`src/tankArena_consts.svh`:
```
`ifndef tankArenaConstsSvh
`define tankArenaConstsSvh

// Visible raster size
`define screenW 640
`define screenH 480

// Map geometry, 32 pixel tiles
`define tileShift 5
`define mapCols 20
`define mapRows 15

// Tank and bullet geometry
`define tankSize 24
`define bulletHalf 5
`define bulletStep 5
`define tankStartX 36
`define tankStartY 36
`define bulletParkXY 16

// Flat colours, 4 bits per channel
`define colEmpty 12'hFFF
`define colSolid 12'h888
`define colBrick 12'hA40
`define colCoin 12'hFF0
`define colTank 12'h0F0
`define colBullet 12'hF00
`define colBorder 12'h222

`endif

```
`src/tankPkg.sv`:
```
`default_nettype none

package tankPkg;

    typedef logic [9:0] coord_t;

    typedef struct packed {
        coord_t x;
        coord_t y;
    } pixelPos_t;

    typedef struct packed {
        logic [4:0] col;
        logic [3:0] row;
    } tileIdx_t;

    // Codes match the level digits
    typedef enum logic [1:0] {tileEmpty, tileSolid, tileBrick, tileCoin} tileKind_t;

    typedef enum logic [1:0] {dirUp, dirDown, dirLeft, dirRight} dir_t;

    typedef struct packed {
        pixelPos_t pos;
        dir_t heading;
    } tankState_t;

    typedef struct packed {
        logic active;
        pixelPos_t pos;
        dir_t heading;
    } bulletState_t;

    typedef struct packed {
        logic valid;
        tileIdx_t idx;
    } tileClear_t;

    typedef struct packed {
        logic [3:0] red;
        logic [3:0] green;
        logic [3:0] blue;
    } rgb_t;

endpackage

`default_nettype wire

```
`src/gameControl.sv`:
```
`default_nettype none
`include "tankArena_consts.svh"

module gameControl (
    input  wire logic                Master_Clock_In,
    input  wire logic                rstN,
    input  wire logic                dispEna,
    input  wire tankPkg::pixelPos_t  pixel,
    input  wire tankPkg::tileClear_t bulletClear,
    input  wire tankPkg::tileClear_t tankClear,
    output logic                     bulletTick,
    output logic                     tankTick,
    output tankPkg::tileClear_t      mapClear
);

    logic atEnd;
    logic atEndLast;
    logic frameEnd;

    // Frame end fires once on entry to the last pixel
    assign atEnd = dispEna && (pixel.x == tankPkg::coord_t'(`screenW))
                   && (pixel.y == tankPkg::coord_t'(`screenH));
    assign frameEnd = atEnd && !atEndLast;

    // Bullet phase first, then the tank phase
    always_ff @(posedge Master_Clock_In)
    begin
        if (!rstN)
        begin
            atEndLast  <= 1'b0;
            bulletTick <= 1'b0;
            tankTick   <= 1'b0;
        end
        else
        begin
            atEndLast  <= atEnd;
            bulletTick <= frameEnd;
            tankTick   <= bulletTick;
        end
    end

    // Single map write port goes to the active phase
    always_comb
    begin
        mapClear = '0;
        if (bulletTick)
            mapClear = bulletClear;
        else if (tankTick)
            mapClear = tankClear;
    end

    //////////////////////////////
    ticksApart: assert property (@(posedge Master_Clock_In) disable iff (!rstN)
        !(bulletTick && tankTick));

    // Requests outside their own phase would be dropped
    clearInTick: assert property (@(posedge Master_Clock_In) disable iff (!rstN)
        (!bulletClear.valid || bulletTick) && (!tankClear.valid || tankTick));

endmodule

`default_nettype wire

```
`src/tileMap.sv`:
```
`default_nettype none
`include "tankArena_consts.svh"

module tileMap (
    input  wire logic                     Master_Clock_In,
    input  wire logic                     rstN,
    input  wire tankPkg::tileClear_t      mapClear,
    input  wire tankPkg::tileIdx_t        pixelIdx,
    input  wire tankPkg::tileIdx_t        bulletIdx,
    input  wire tankPkg::tileIdx_t [3:0]  cornerIdx,
    output tankPkg::tileKind_t            pixelTile,
    output tankPkg::tileKind_t            bulletTile,
    output tankPkg::tileKind_t [3:0]      cornerTiles
);

    // One hex digit per tile, column 0 leftmost
    localparam logic [79:0] levelRows [`mapRows] = '{
        80'h11101111111111110111,
        80'h10000000000000000001,
        80'h13111322300322311131,
        80'h10000020000002000001,
        80'h10222020111102022201,
        80'h10000020022002000001,
        80'h10100220022002200101,
        80'h00132332322323323100,
        80'h10100220022002200101,
        80'h10000020022002000001,
        80'h10222020111102022201,
        80'h10000020000002000001,
        80'h13111322300322311131,
        80'h10000000000000000001,
        80'h11101111111111110111
    };

    tankPkg::tileKind_t mapMem [`mapRows][`mapCols];

    // Anything outside the map reads as wall
    function automatic tankPkg::tileKind_t readTile(input tankPkg::tileIdx_t idx);
        if ((idx.col < `mapCols) && (idx.row < `mapRows))
            return mapMem[idx.row][idx.col];
        return tankPkg::tileSolid;
    endfunction

    always_ff @(posedge Master_Clock_In)
    begin
        if (!rstN)
        begin
            for (int r = 0; r < `mapRows; r++)
                for (int c = 0; c < `mapCols; c++)
                    mapMem[r][c] <= tankPkg::tileKind_t'(levelRows[r][77 - 4 * c -: 2]);
        end
        else if (mapClear.valid)
            mapMem[mapClear.idx.row][mapClear.idx.col] <= tankPkg::tileEmpty;
    end

    always_comb
    begin
        pixelTile  = readTile(pixelIdx);
        bulletTile = readTile(bulletIdx);
        for (int i = 0; i < 4; i++)
            cornerTiles[i] = readTile(cornerIdx[i]);
    end

    clearInMap: assert property (@(posedge Master_Clock_In) disable iff (!rstN)
        mapClear.valid |-> ((mapClear.idx.col < `mapCols) && (mapClear.idx.row < `mapRows)));

endmodule

`default_nettype wire

```
`src/tankMover.sv`:
```
`default_nettype none
`include "tankArena_consts.svh"

module tankMover (
    input  wire logic                     Master_Clock_In,
    input  wire logic                     rstN,
    input  wire logic                     tankTick,
    input  wire logic                     btnUp,
    input  wire logic                     btnDown,
    input  wire logic                     btnLeft,
    input  wire logic                     btnRight,
    input  wire logic [1:0]               moveSpeed,
    input  wire tankPkg::tileKind_t [3:0] cornerTiles,
    output tankPkg::tileIdx_t [3:0]       cornerIdx,
    output tankPkg::tankState_t           tank,
    output tankPkg::tileClear_t           tankClear,
    output logic [7:0]                    coinCount
);

    tankPkg::coord_t    step;
    tankPkg::pixelPos_t nextPos;
    tankPkg::dir_t      newHeading;
    tankPkg::tileIdx_t  coinIdx;
    logic [10:0]        rightEdge;
    logic [10:0]        bottomEdge;
    logic               moving;
    logic               blocked;
    logic               hasCoin;

    assign step = tankPkg::coord_t'(moveSpeed) + 10'd1;

    //////////////////////////////
    // Proposed move, priority up right down left
    always_comb
    begin
        moving     = 1'b1;
        newHeading = tank.heading;
        nextPos    = tank.pos;
        if (btnUp)
        begin
            newHeading = tankPkg::dirUp;
            nextPos.y  = tank.pos.y - step;
        end
        else if (btnRight)
        begin
            newHeading = tankPkg::dirRight;
            nextPos.x  = tank.pos.x + step;
        end
        else if (btnDown)
        begin
            newHeading = tankPkg::dirDown;
            nextPos.y  = tank.pos.y + step;
        end
        else if (btnLeft)
        begin
            newHeading = tankPkg::dirLeft;
            nextPos.x  = tank.pos.x - step;
        end
        else
            moving = 1'b0;
    end

    // Wide edges catch wrap below zero as off screen
    assign rightEdge  = {1'b0, nextPos.x} + 11'(`tankSize);
    assign bottomEdge = {1'b0, nextPos.y} + 11'(`tankSize);

    assign cornerIdx[0] = '{col: nextPos.x[9:5], row: nextPos.y[8:5]};
    assign cornerIdx[1] = '{col: rightEdge[9:5], row: nextPos.y[8:5]};
    assign cornerIdx[2] = '{col: nextPos.x[9:5], row: bottomEdge[8:5]};
    assign cornerIdx[3] = '{col: rightEdge[9:5], row: bottomEdge[8:5]};

    // Walk backwards so top left wins the coin
    always_comb
    begin
        blocked = (rightEdge >= 11'(`screenW)) || (bottomEdge >= 11'(`screenH));
        hasCoin = 1'b0;
        coinIdx = cornerIdx[0];
        for (int i = 3; i >= 0; i--)
        begin
            if ((cornerTiles[i] == tankPkg::tileSolid) || (cornerTiles[i] == tankPkg::tileBrick))
                blocked = 1'b1;
            if (cornerTiles[i] == tankPkg::tileCoin)
            begin
                hasCoin = 1'b1;
                coinIdx = cornerIdx[i];
            end
        end
    end

    assign tankClear = '{valid: tankTick && moving && !blocked && hasCoin, idx: coinIdx};

    always_ff @(posedge Master_Clock_In)
    begin
        if (!rstN)
        begin
            tank.pos     <= '{x: tankPkg::coord_t'(`tankStartX), y: tankPkg::coord_t'(`tankStartY)};
            tank.heading <= tankPkg::dirUp;
            coinCount    <= 8'd0;
        end
        else if (tankTick && moving)
        begin
            // Heading turns even against a wall
            tank.heading <= newHeading;
            if (!blocked)
            begin
                tank.pos <= nextPos;
                if (hasCoin)
                    coinCount <= coinCount + 8'd1;
            end
        end
    end

endmodule

`default_nettype wire

```
`src/bulletEngine.sv`:
```
`default_nettype none
`include "tankArena_consts.svh"

module bulletEngine (
    input  wire logic                 Master_Clock_In,
    input  wire logic                 rstN,
    input  wire logic                 bulletTick,
    input  wire logic                 btnFire,
    input  wire tankPkg::tankState_t  tank,
    input  wire tankPkg::tileKind_t   bulletTile,
    output tankPkg::tileIdx_t         bulletIdx,
    output tankPkg::bulletState_t     bullet,
    output tankPkg::tileClear_t       bulletClear
);

    localparam tankPkg::coord_t halfTank   = tankPkg::coord_t'(`tankSize / 2);
    localparam tankPkg::coord_t muzzle     = tankPkg::coord_t'(`tankSize / 2 + 6);
    localparam tankPkg::coord_t flightStep = tankPkg::coord_t'(`bulletStep);
    localparam tankPkg::coord_t parkXY     = tankPkg::coord_t'(`bulletParkXY);

    tankPkg::pixelPos_t spawnPos;
    tankPkg::pixelPos_t advPos;
    logic               fireLast;
    logic               spawn;
    logic               offScreen;
    logic               hitBrick;
    logic               stop;

    // Fire edge measured between ticks
    assign spawn = btnFire && !fireLast && !bullet.active;

    assign offScreen = (bullet.pos.x >= tankPkg::coord_t'(`screenW))
                       || (bullet.pos.y >= tankPkg::coord_t'(`screenH));
    assign bulletIdx = '{col: bullet.pos.x[9:5], row: bullet.pos.y[8:5]};
    assign hitBrick  = !offScreen && (bulletTile == tankPkg::tileBrick);
    assign stop      = offScreen || hitBrick || (bulletTile == tankPkg::tileSolid);

    assign bulletClear = '{valid: bulletTick && bullet.active && hitBrick, idx: bulletIdx};

    //////////////////////////////
    always_comb
    begin
        spawnPos = '{x: tank.pos.x + halfTank, y: tank.pos.y + halfTank};
        advPos   = bullet.pos;
        case (tank.heading)
            tankPkg::dirUp:    spawnPos.y = spawnPos.y - muzzle;
            tankPkg::dirDown:  spawnPos.y = spawnPos.y + muzzle;
            tankPkg::dirLeft:  spawnPos.x = spawnPos.x - muzzle;
            default:           spawnPos.x = spawnPos.x + muzzle;
        endcase
        case (bullet.heading)
            tankPkg::dirUp:    advPos.y = bullet.pos.y - flightStep;
            tankPkg::dirDown:  advPos.y = bullet.pos.y + flightStep;
            tankPkg::dirLeft:  advPos.x = bullet.pos.x - flightStep;
            default:           advPos.x = bullet.pos.x + flightStep;
        endcase
    end

    always_ff @(posedge Master_Clock_In)
    begin
        if (!rstN)
        begin
            fireLast       <= 1'b0;
            bullet.active  <= 1'b0;
            bullet.pos     <= '{x: parkXY, y: parkXY};
            bullet.heading <= tankPkg::dirUp;
        end
        else if (bulletTick)
        begin
            fireLast <= btnFire;
            if (spawn)
            begin
                bullet.active  <= 1'b1;
                bullet.pos     <= spawnPos;
                bullet.heading <= tank.heading;
            end
            else if (bullet.active)
            begin
                if (stop)
                begin
                    bullet.active <= 1'b0;
                    bullet.pos    <= '{x: parkXY, y: parkXY};
                end
                else
                    bullet.pos <= advPos;
            end
        end
    end

endmodule

`default_nettype wire

```
`src/pixelPainter.sv`:
```
`default_nettype none
`include "tankArena_consts.svh"

module pixelPainter (
    input  wire logic                  Master_Clock_In,
    input  wire logic                  rstN,
    input  wire logic                  dispEna,
    input  wire tankPkg::pixelPos_t    pixel,
    input  wire tankPkg::tankState_t   tank,
    input  wire tankPkg::bulletState_t bullet,
    input  wire tankPkg::tileKind_t    pixelTile,
    output tankPkg::tileIdx_t          pixelIdx,
    output tankPkg::rgb_t              colour
);

    tankPkg::rgb_t tileColour;
    tankPkg::rgb_t nextColour;
    logic          visible;
    logic          inTank;
    logic          inBullet;

    // Strictly between the box edges
    function automatic logic insideBox(input tankPkg::coord_t p, input tankPkg::coord_t lo);
        logic [10:0] pw;
        pw = {1'b0, p};
        return (p > lo) && (pw < {1'b0, lo} + 11'(`tankSize));
    endfunction

    function automatic logic nearCentre(input tankPkg::coord_t p, input tankPkg::coord_t c);
        logic [10:0] pw;
        logic [10:0] cw;
        pw = {1'b0, p};
        cw = {1'b0, c};
        return (pw + 11'(`bulletHalf) >= cw) && (pw <= cw + 11'(`bulletHalf));
    endfunction

    assign pixelIdx = '{col: pixel.x[9:5], row: pixel.y[8:5]};
    assign visible  = (pixel.x < tankPkg::coord_t'(`screenW))
                      && (pixel.y < tankPkg::coord_t'(`screenH));
    assign inTank   = insideBox(pixel.x, tank.pos.x) && insideBox(pixel.y, tank.pos.y);
    assign inBullet = bullet.active && nearCentre(pixel.x, bullet.pos.x)
                      && nearCentre(pixel.y, bullet.pos.y);

    always_comb
    begin
        case (pixelTile)
            tankPkg::tileSolid: tileColour = `colSolid;
            tankPkg::tileBrick: tileColour = `colBrick;
            tankPkg::tileCoin:  tileColour = `colCoin;
            default:            tileColour = `colEmpty;
        endcase
        if (!dispEna)
            nextColour = '0;
        else if (!visible)
            nextColour = `colBorder;
        else if (inTank)
            nextColour = `colTank;
        else if (inBullet)
            nextColour = `colBullet;
        else
            nextColour = tileColour;
    end

    always_ff @(posedge Master_Clock_In)
    begin
        if (!rstN)
            colour <= '0;
        else
            colour <= nextColour;
    end

endmodule

`default_nettype wire

```
`src/tankArena.sv`:
```
`default_nettype none

module tankArena (
    input  wire logic               Master_Clock_In,
    input  wire logic               rstN,
    input  wire logic               dispEna,
    input  wire tankPkg::pixelPos_t pixel,
    input  wire logic               btnUp,
    input  wire logic               btnDown,
    input  wire logic               btnLeft,
    input  wire logic               btnRight,
    input  wire logic               btnFire,
    input  wire logic [1:0]         moveSpeed,
    output tankPkg::rgb_t           colour,
    output logic [7:0]              coinCount
);

    logic                     bulletTick;
    logic                     tankTick;
    tankPkg::tileClear_t      bulletClear;
    tankPkg::tileClear_t      tankClear;
    tankPkg::tileClear_t      mapClear;
    tankPkg::tileIdx_t        pixelIdx;
    tankPkg::tileIdx_t        bulletIdx;
    tankPkg::tileIdx_t [3:0]  cornerIdx;
    tankPkg::tileKind_t       pixelTile;
    tankPkg::tileKind_t       bulletTile;
    tankPkg::tileKind_t [3:0] cornerTiles;
    tankPkg::tankState_t      tank;
    tankPkg::bulletState_t    bullet;

    //////////////////////////////
    // Frame sequencing and map
    gameControl gameControlInst (
        .Master_Clock_In, .rstN, .dispEna, .pixel,
        .bulletClear, .tankClear, .bulletTick, .tankTick, .mapClear
    );

    tileMap tileMapInst (
        .Master_Clock_In, .rstN, .mapClear, .pixelIdx, .bulletIdx, .cornerIdx,
        .pixelTile, .bulletTile, .cornerTiles
    );

    //////////////////////////////
    // Game objects and drawing
    tankMover tankMoverInst (
        .Master_Clock_In, .rstN, .tankTick,
        .btnUp, .btnDown, .btnLeft, .btnRight, .moveSpeed,
        .cornerTiles, .cornerIdx, .tank, .tankClear, .coinCount
    );

    bulletEngine bulletEngineInst (
        .Master_Clock_In, .rstN, .bulletTick, .btnFire, .tank, .bulletTile,
        .bulletIdx, .bullet, .bulletClear
    );

    pixelPainter pixelPainterInst (
        .Master_Clock_In, .rstN, .dispEna, .pixel, .tank, .bullet, .pixelTile,
        .pixelIdx, .colour
    );

endmodule

`default_nettype wire

```
`config.mk`:
```
export PLATFORM = sky130hd
export DESIGN_NAME = tankArena
export DESIGN_NICKNAME = d
export VERILOG_FILES = /design/src/tankPkg.sv /design/src/gameControl.sv /design/src/tileMap.sv /design/src/tankMover.sv /design/src/bulletEngine.sv /design/src/pixelPainter.sv /design/src/tankArena.sv
export VERILOG_INCLUDE_DIRS = /design/src
export SDC_FILE = /design/constraint.sdc
export NUM_CORES = 1
export LEC_CHECK = 0
export BUFFER_PORTS_ARGS = -buffer_cell sky130_fd_sc_hd__buf_2
export CAP_MARGIN = 20
export CELL_PAD_IN_SITES_DETAIL_PLACEMENT = 1
export CELL_PAD_IN_SITES_GLOBAL_PLACEMENT = 2
export CORE_MARGIN = 3
export CORE_UTILIZATION = 39
export DETAILED_ROUTE_END_ITERATION = 12
export PLACE_DENSITY = 0.78
export REMOVE_ABC_BUFFERS = 1
export SLEW_MARGIN = 20
export SYNTH_ARGS = -nofsm -noshare
export SYNTH_HDL_FRONTEND = slang
export SYNTH_SLANG_ARGS = --single-unit
```
`constraint.sdc`:
```
create_clock -name Master_Clock_In -period 11.1 [get_ports Master_Clock_In]
set_input_delay 2.22 -clock Master_Clock_In [delete_from_list [all_inputs] [get_ports Master_Clock_In]]
set_output_delay 2.22 -clock Master_Clock_In [all_outputs]
set_load 0.03 [all_outputs]
```
* Yosys cells after proc, flatten, opt, wreduce, memory -nomap -nowiden
Memories as Yosys holds them, arrays and structs flattened. A register that Yosys moved wholly into a read port is not among the register bits. Cells that the tools add are included.
Storage, ports and cells: register bits after elaboration 69, bits in writable memories 570, input port bits 30, output and inout port bits 20, word-level logic and storage cells 249, memories 1
Memories:
- tileMapInst.mapMem | words 15, width 38, read ports 4, clocked after memory_dff 1, write ports 15, line tileMap.sv:35 | tankPkg::tileKind_t mapMem [`mapRows][`mapCols];
Operators by class: add/sub/neg operators 24, $lt $le $gt $ge 28, equality and inequality tests 24, muxes and demuxes 88, bitwise operators 9, reductions and logical operators 57
Operators by type and width (number):
- 10-bit 2-to-1 mux | 11
- 10-bit one-hot mux with 2 select lines | 4
- 38-bit 2-to-1 mux | 2
- 2-bit binary-select mux with 5-bit select | 6
- 2-bit 2-to-1 mux | 29
- 10-bit by 3-bit adder with 11-bit output, second input constant | 4
- 10-bit by 5-bit adder with 11-bit output, second input constant | 4
- 21-bit 2-to-1 mux | 2
- 40-bit 2-to-1 mux | 1
- 38-bit OR reduction | 1
- 9-bit 2-to-1 mux | 4
- 11-bit one-hot mux with 3 select lines | 1
- 6-bit greater-or-equal comparator, second input constant | 5
- 5-bit NOT with 6-bit output | 5
- 2-bit == test, second input constant | 13
- 1-bit logical AND | 26
- 11-bit by 10-bit greater-or-equal comparator with 1-bit output | 2
- 10-bit by 11-bit <= comparator with 1-bit output | 2
- 10-bit by 11-bit < comparator with 1-bit output | 2
- 1-bit 2-to-1 mux | 22
- 10-bit adder | 2
- 10-bit by 3-bit adder with 10-bit output, second input constant | 2
- 10-bit by 4-bit adder with 10-bit output, second input constant | 2
- 10-bit by 5-bit adder with 10-bit output, second input constant | 2
- 34 further kinds | 76

* Depth between registers and ports, before layout
Gate-level depths: netlist of run 1.
depth in word-level cells 32, depth in mapped cells 35, mapped depth without buffers 30

* Modules after synthesis
Synthesis of run 1 repeated with hierarchy kept, for this count alone.
Second synthesis, totals: cell total of the unflattened synthesis 3344, area total of the unflattened synthesis 25926.1 µm²
By module, submodules not included:
- tileMap | instances 1, cells an instance 2105, area an instance 16211.8 µm², sequential area each 3203.1 µm²
- tankMover | instances 1, cells an instance 395, area an instance 3239.4 µm², sequential area each 600.6 µm²
- bulletEngine | instances 1, cells an instance 432, area an instance 3230.6 µm², sequential area each 480.5 µm²
- pixelPainter | instances 1, cells an instance 381, area an instance 2987.9 µm², sequential area each 200.2 µm²
- gameControl | instances 1, cells an instance 31, area an instance 256.5 µm², sequential area each 60.1 µm²

* Worst setup path before layout of run 1
No wires, ideal clock.
kind input-to-reg, from in moveSpeed[0], to mem tileMapInst.mapMem[11][0] in the netlist's numbering, library setup time 130 ps, arrival 9557 ps, data required time 10970 ps, path slack 1412 ps, stages on the path 32, path buffers 5, cell sequence ha_1 inv_1 ha_1 nor2b_1 or4_1 and3_1 or2_2 ha_1 clkbuf_1 inv_1 o211ai_1 o22a_1 o32a_1 nand2_1 clkbuf_1 clkbuf_1 clkbuf_1 nand3_1 a31oi_1 nand2_1 o2111ai_1 nand4_1 o32ai_1 ha_1 or4_1 a2111oi_4 nand2_2 a211o_1 a2111oi_4 and3_1 buf_2 a2bb2oi_1
RTL lines:
- start: declaration | line tankArena.sv:13 | input wire logic [1:0] moveSpeed,
- end: declaration | line tileMap.sv:35

==> metrics.csv, run 1 <==
stage,metric,value,unit
outcome,run_status,"finished, final reports clean",
critical_path,crit-reg2reg-capture,tileMapInst.mapMem[2][24],
synth,syn_area_per_cell,7.856,um^2
critical_path,worst_setup_path_start_kind,input port,
cells_and_area,final_layout_size_suffix_gt1_share,12.50,%
synth,synthesis_stage_register_bit_count,231,
route,wl_per_cell,34.17,um
place,buffer_ports.inserted,49,
cells_and_area,flow.area_growth_from_synthesis,11.66,%
timing,worst-slew-pin-transition,1.171,ns
clocking,clk_path_buf_depth,3,
synth,yosysUniqueCellTypes,90,
timing,fmaxAchievable,0.09814,GHz
timing,setup_repair_after_global_routing_missed_its_margin,false,
clocking,clock_tree.root_cell,sky130_fd_sc_hd__clkbuf_16,
hold_path,tightest_hold_check_type,reg -> reg,
clocking,cts_setup_buffers,0,
critical_path,cp_num_buf_inv,3,
floorplanning,starting_density_of_the_core,39.89,%
critical_path,critical_path.slowest_cell,sky130_fd_sc_hd__nor4_1,
grt,grt_pass1_vias,24750,
power,standby_leakage_power,9.699,nW
cells_and_area,final_cell_mix,"235 x sky130_fd_sc_hd__nand2_1, 228 x sky130_fd_sc_hd__dfxtp_1, 219 x sky130_fd_sc_hd__nor2_1",
critical_path,critPathTopFamily,simple AND/OR/NAND/NOR gates,
route,drt.antenna.violating_nets,0,
clocking,post_cts.resized_instances,0,
hold_path,worst_hold_path.num_cells,1,
floorplanning,die_x,244.8,um
grt,grt_first_pass_wirelength,177.3,mm
synth,mux_share_of_post_synthesis_cell_area,9.140,%
synth,postSynth.asyncResetShare,0,%
cells_and_area,final_common_cell,sky130_fd_sc_hd__nand2_1,
route,wl_met1,50.47,mm
cells_and_area,layout.nets,3008,
synth,synth-compound-area-share,33.03,%
route,num_vias,25330,
critical_path,worst-r2r-setup-slack,2.11,ns
cells_and_area,multi_input_area,16400,um^2
floorplanning,coreArea,55740,um^2
cells_and_area,sequential_cell_area,4628,um^2
critical_path,rr_startpoint,tankMoverInst.tank[3],
critical_path,crit_path_max_incr_delay,0.80,ns
cells_and_area,final_core_util,44.54,%
clocking,cts.sinks,231,
clocking,cts-buffers-inserted,30,
synth,synth_fa_ha_area_share,8.881,%
floorplanning,design.die.area,59910,um^2
hold_path,timing.hold.worst_endpoint,gameControlInst.bulletTick,
timing,final_max_slew_viol_count,0,
place,post-dp-hpwl,92.96,mm
timing,tmin_final,10.19,ns
route,met3_routed_length,15.18,mm
critical_path,worst-endpoint-required,11.54,ns
clocking,holdBufCountCts,0,
floorplanning,num_io_pins,50,
synth,dominant_combinational_cell_family_by_area_after_synthesis,compound AO/OA/AOI/OAI gates,
clocking,h_tree_lvl_count,1,
grt,grt_start_max_net_pins,105,
route,top_layer_used,met5,
timing,finalHoldViolCount,0,
route,met2RoutedLength,50.67,mm
power,ir_drop,0.0001123,V
route,totalWireLength,122.9,mm
power,cellPowerDensity,94.03,nW/um^2
synth,ys.warnings.count,0,
timing,timing.setup.tns,0,ns
cells_and_area,fillerInstances,6830,
synth,simple_gate_share_of_the_synthesized_area,16.91,%
timing,max-slew-margin-rel,21.35,%
synth,synthXorXnorAreaFrac,5.296,%
critical_path,path_class,in -> reg,
place,gp_congestion,1.053,
hold_path,hold_start,gameControlInst.atEndLast,
critical_path,worst_path_maximum_fanout,19,
grt,gr-total-overflow,0,
critical_path,most_repeated_library_cell_on_the_critical_path,sky130_fd_sc_hd__ha_1,
route,dr.first_iter.drc_count,3208,
timing,final-setup-viol-count,0,
synth,postSynthCellCount,2830,
clocking,clkTransAtPathRegs,0.07,ns
timing,post-route-period-util,91.80,%
cells_and_area,finalInstanceArea,24820,um^2
route,first_pass_iters,6,
clocking,worstSkewPairLatency,0.59,ns
synth,sequential_share_of_the_synthesized_area,20.80,%
grt,antenna_found_initial,3,
floorplanning,floorplan.rows,86,
synth,mappedNetlistArea,22230,um^2
floorplanning,chipHeight,244.8,um
job,max-cap-violations,0,
timing,hold_ws,0.3982,ns
critical_path,worst_r2r_path_depth,27,
place,dpl-instance-area,23720,um^2
critical_path,crit_arrival,10.63,ns
critical_path,endpoint_kind,flip-flop,
synth,synth_edf_count,0,
synth,postSynth.topFlopCell,sky130_fd_sc_hd__dfxtp_1,
route,drc,0,
critical_path,startpoint,moveSpeed[0],
route,dr_vias_cell,7.039,
grt,grtUsageTotal,39.80,%
clocking,cts_tree,built,
timing,skew,0.01399,ns
power by group:
group          switching, mW  internal (mW)
Clock                  0.424          0.674
Sequential          0.000344          0.831
Combinational          0.266          0.139
cell usage after synthesis (all sizes together) (21+ instances only):
master,instances,area [um^2]
a211oi,33,247.7
a21o,29,217.7
a21oi,182,910.9
a22o,35,306.5
a22oi,78,585.6
a2bb2oi,142,1244
a31oi,38,237.7
a32oi,37,324.1
and3,28,175.2
buf,57,256.5
clkbuf,168,633.1
dfxtp,231,4624
ha,145,1814
inv,110,412.9
mux2,32,360.4
mux2i,95,950.9
mux4,32,720.7
nand2,237,892.1
nand3,79,395.4
nand4,38,237.7
nor2,221,829.6
nor2b,31,193.9
nor3,63,315.3
o211ai,26,200.2
o21a,40,300.3
o21ai,154,770.7
o22ai,31,193.9
xnor2,110,970.9
xor2,21,183.9
metal layers:
layer	global-route usage, %	up-vias
met5	0	-
met4	17.52	2
met3	13.56	340
met2	58.13	1584
met1	53.03	12660
li1	-	10740
how the worst max path moves through the flow:
stage                                 endpoint  slack [ns]  cells past startpoint
floorplan           tileMapInst.mapMem[11][12]       -0.77                     22
global placement    tileMapInst.mapMem[11][12]        0.76                     26
detailed placement  tileMapInst.mapMem[11][12]        0.65                     28
CTS                 tileMapInst.mapMem[11][12]        1.19                     27
global route          tileMapInst.mapMem[8][0]        0.64                     28
finish               tileMapInst.mapMem[2][24]        0.91                     29
area by class of cell:
class | count | share of cell area (%)
Antenna cell | 2 | 0.02016
Clock buffer | 38 | 3.392
Clock inverter | 17 | 1.008
Inverter | 115 | 1.759
Multi-Input combinational cell | 2259 | 66.05
Sequential cell | 231 | 18.64
Tap cell | 748 | 3.770
Timing Repair Buffer | 188 | 5.358
cell families (layout without fill, tap and decap cells):
group           count (synthesis)  after routing
simple gates                  798            798
mux                           159            159
other cells                     0              2
buf+inv                       340            358
xor+xnor                      132            132
fa+ha+maj                     153            153
compound gates               1017           1017
flops                         231            231
through the flow:
stage	cells	setup slack [ns]	power (mW)
2_1_floorplan	2605	-0.7666	1.067
3_3_place_gp	3541	0.7571	1.229
3_5_place_dp	3541	0.6470	1.235
4_1_cts	3596	1.192	2.319
5_1_grt	3596	0.6395	2.397
6_report	3598	0.9106	2.334
sequential cells by signal, indices dropped and copies added, names as in the netlist, named ones only:
name / cells
bulletEngineInst.fireLast: 1
bulletEngineInst.bullet: 23
gameControlInst.bulletTick: 1
gameControlInst.atEndLast: 1
pixelPainterInst.colour: 10
tankMoverInst.tank: 22
gameControlInst.tankTick: 1
tileMapInst.mapMem: 160
tankMoverInst.coinCount: 8
worst reg2reg max path: stages (launching register included):
cell and delay [ns]:
sky130_fd_sc_hd__dfxtp_1 0.60, sky130_fd_sc_hd__inv_1 0.29, sky130_fd_sc_hd__fa_1 0.54, sky130_fd_sc_hd__nor2b_1 0.42
sky130_fd_sc_hd__or4_1 0.20, sky130_fd_sc_hd__a21oi_1 0.08, sky130_fd_sc_hd__or2_2 0.31, sky130_fd_sc_hd__ha_1 0.22
sky130_fd_sc_hd__buf_4 0.22, sky130_fd_sc_hd__xnor3_1 0.74, sky130_fd_sc_hd__a21oi_1 0.80, sky130_fd_sc_hd__o2bb2ai_1 0.22
sky130_fd_sc_hd__a32o_1 0.17, sky130_fd_sc_hd__a21oi_1 0.14, sky130_fd_sc_hd__nor2_1 0.17, sky130_fd_sc_hd__nor4_1 0.07
sky130_fd_sc_hd__a211o_1 0.28, sky130_fd_sc_hd__o32ai_1 0.26, sky130_fd_sc_hd__ha_1 0.23, sky130_fd_sc_hd__nor2_1 0.15
sky130_fd_sc_hd__nor4_1 0.81, sky130_fd_sc_hd__nand2_1 0.19, sky130_fd_sc_hd__xnor2_1 0.17, sky130_fd_sc_hd__a22oi_1 0.28
sky130_fd_sc_hd__and2_1 0.24, sky130_fd_sc_hd__nand2_1 0.17, sky130_fd_sc_hd__nor2_1 0.74, sky130_fd_sc_hd__a2bb2oi_1 0.14
(Power assumes the default switching activity.)
==> run 2: changes to the inputs <==
Settings changed: CELL_PAD_IN_SITES_DETAIL_PLACEMENT 1 to not set, CELL_PAD_IN_SITES_GLOBAL_PLACEMENT 2 to not set, CORE_UTILIZATION 39 to 40, PLACE_DENSITY 0.78 to 0.52.
==> run 2 against run 1 <==
Critical path depth up 2. Sequential power hardly changed. Die area down 2.4%. Power decreased by 3.2%. Worst hold slack got worse by 0.011 ns. Register-to-register slack gained 0.34 ns. Largest power group unchanged. Via count fell by 0.20%. Sequential cell count is the same. Wire length fell by 0.29%. Largest cell class unchanged. Critical path type unchanged. First-iteration DRC count grew 7.7%. Cell area fell by 0.18%. Worst setup slack gained 0.082 ns.
==> metrics.csv, run 2 (synthesis gave the netlist of run 1 again) <==
stage,metric,value,unit
timing,timing.setup.tns,0,ns
cells_and_area,final_cell_mix,"235 x sky130_fd_sc_hd__nand2_1, 228 x sky130_fd_sc_hd__dfxtp_1, 218 x sky130_fd_sc_hd__nor2_1",
cells_and_area,registers.top_by_ff_count,tileMapInst.mapMem,
route,first_pass_iters,10,
critical_path,crit-reg2reg-capture,tileMapInst.mapMem[14][7],
floorplanning,design.die.area,58450,um^2
timing,post-route-period-util,91.06,%
critical_path,path_class,in -> reg,
clocking,post_cts.resized_instances,0,
power,ir_drop,0.0001112,V
critical_path,worst_path_maximum_fanout,32,
route,totalWireLength,122.6,mm
power,cellPowerDensity,91.20,nW/um^2
grt,grt_pass1_vias,23300,
clocking,cts.sinks,231,
critical_path,endpoint_kind,flip-flop,
critical_path,rr_startpoint,tankMoverInst.tank[3],
floorplanning,starting_density_of_the_core,40.83,%
place,gp_congestion,1.062,
critical_path,most_repeated_library_cell_on_the_critical_path,sky130_fd_sc_hd__ha_1,
timing,final_max_slew_viol_count,0,
grt,grtUsageTotal,39.81,%
critical_path,worst-endpoint-required,11.58,ns
grt,gr-total-overflow,0,
cells_and_area,flow.area_growth_from_synthesis,11.45,%
power,standby_leakage_power,9.635,nW
outcome,run_status,"finished, final reports clean",
timing,finalHoldViolCount,0,
cells_and_area,fillerInstances,5481,
cells_and_area,final_layout_size_suffix_gt1_share,12.40,%
route,met2RoutedLength,48.87,mm
clocking,h_tree_lvl_count,1,
critical_path,worst_setup_path_start_kind,input port,
timing,worst-slew-pin-transition,1.257,ns
floorplanning,floorplan.rows,85,
clocking,cts_tree,built,
critical_path,crit_arrival,10.59,ns
place,buffer_ports.inserted,49,
grt,grt_first_pass_wirelength,172.6,mm
critical_path,crit_path_max_incr_delay,0.57,ns
job,max-cap-violations,0,
critical_path,critical_path.slowest_cell,sky130_fd_sc_hd__or4_1,
place,post-dp-hpwl,92.84,mm
cells_and_area,layout.nets,2999,
route,top_layer_used,met5,
cells_and_area,biggestRegsByFlops,"tileMapInst.mapMem x160, bulletEngineInst.bullet x23, tankMoverInst.tank x22",
timing,tmin_final,10.11,ns
critical_path,worst_r2r_path_depth,29,
floorplanning,num_io_pins,50,
timing,setup_repair_after_global_routing_missed_its_margin,false,
hold_path,tightest_hold_check_type,reg -> reg,
clocking,clkTransAtPathRegs,0.06,ns
cells_and_area,largest_register_ffs,160,
hold_path,timing.hold.worst_endpoint,gameControlInst.bulletTick,
clocking,worstSkewPairLatency,0.65,ns
clocking,clock_tree.root_cell,sky130_fd_sc_hd__clkbuf_16,
route,drc,0,
critical_path,critPathTopFamily,compound AO/OA/AOI/OAI gates,
cells_and_area,layoutNonFillerInstCount,3582,
hold_path,hold_start,gameControlInst.atEndLast,
clocking,cts-buffers-inserted,30,
route,num_vias,25280,
grt,grt_start_max_net_pins,94,
route,met3_routed_length,16.60,mm
timing,max-slew-margin-rel,14.04,%
critical_path,cp_num_buf_inv,5,
cells_and_area,final_common_cell,sky130_fd_sc_hd__nand2_1,
timing,fmaxAchievable,0.09894,GHz
floorplanning,coreArea,54450,um^2
timing,skew,0.05169,ns
route,dr.first_iter.drc_count,3456,
route,wl_met1,50.61,mm
hold_path,worst_hold_path.num_cells,1,
route,wl_per_cell,34.22,um
route,drt.antenna.violating_nets,0,
floorplanning,die_x,241.8,um
clocking,cts_setup_buffers,0,
place,place_inst,3523,
clocking,holdBufCountCts,0,
grt,antenna_found_initial,7,
clocking,clk_path_buf_depth,3,
critical_path,worst-r2r-setup-slack,2.45,ns
timing,final-setup-viol-count,0,
route,dr_vias_cell,7.057,
floorplanning,chipHeight,241.8,um
==> run 2: per-layer routing <==
layer	vias to the layer above	GRT usage, %
li1	10740	-
met1	12360	53.70
met2	1792	56.36
met3	382	15.43
met4	6	16.64
met5	-	0
==> run 2: worst register-to-register path: cells and delay by family, from the launching register on <==
kind            cells  cell delay, ns
compound gates     15            4.32
fa+ha+maj           3            1.01
buf+inv             4            0.86
flops               1            0.58
mux                 1            0.14
simple gates        6            1.60
==> run 2: cell type report <==
| class | instances | area, um^2 | area share, % |
|---|---|---|---|
| inverters | 115 | 436.7 | 1.762 |
| diodes | 4 | 10.01 | 0.04040 |
| clock buffers | 35 | 789.5 | 3.186 |
| clock inverters | 20 | 244.0 | 0.9846 |
| multi-input cells | 2259 | 16450 | 66.39 |
| well taps | 739 | 924.6 | 3.732 |
| repair buffers | 179 | 1296 | 5.231 |
| flip-flops and latches | 231 | 4628 | 18.68 |
==> run 2: metrics by stage <==
stage          power (mW)  hold slack, ns  area (um^2)  setup WS, ns  utilization, %
3_3_place_gp        1.218          0.3717        23710        0.6226           43.54
3_5_place_dp        1.219          0.3854        23710        0.5883           43.55
5_1_grt             2.322          0.4117        24770        0.7435           45.49
2_1_floorplan       1.067          0.3674        21340       -0.7666               -
6_report            2.260          0.3873        24780        0.9927           45.51
4_1_cts             2.251          0.3893        24750         1.242           45.45
==> run 2: worst max path at each step <==
| stage | startpoint | end | cells past startpoint |
|---|---|---|---|
| 2_1_floorplan | moveSpeed[0] | tileMapInst.mapMem[11][12] | 22 |
| 3_5_place_dp | moveSpeed[0] | tileMapInst.mapMem[11][12] | 31 |
| 3_3_place_gp | moveSpeed[0] | tileMapInst.mapMem[11][12] | 31 |
| 6_report | moveSpeed[0] | tileMapInst.mapMem[14][7] | 31 |
| 4_1_cts | moveSpeed[0] | tileMapInst.mapMem[11][12] | 31 |
| 5_1_grt | moveSpeed[0] | tileMapInst.mapMem[11][12] | 31 |
==> run 2: power by group <==
| group | internal, mW | switching [mW] |
|---|---|---|
| Combinational | 0.136 | 0.251 |
| Clock | 0.603 | 0.438 |
| Sequential | 0.831 | 0.000350 |
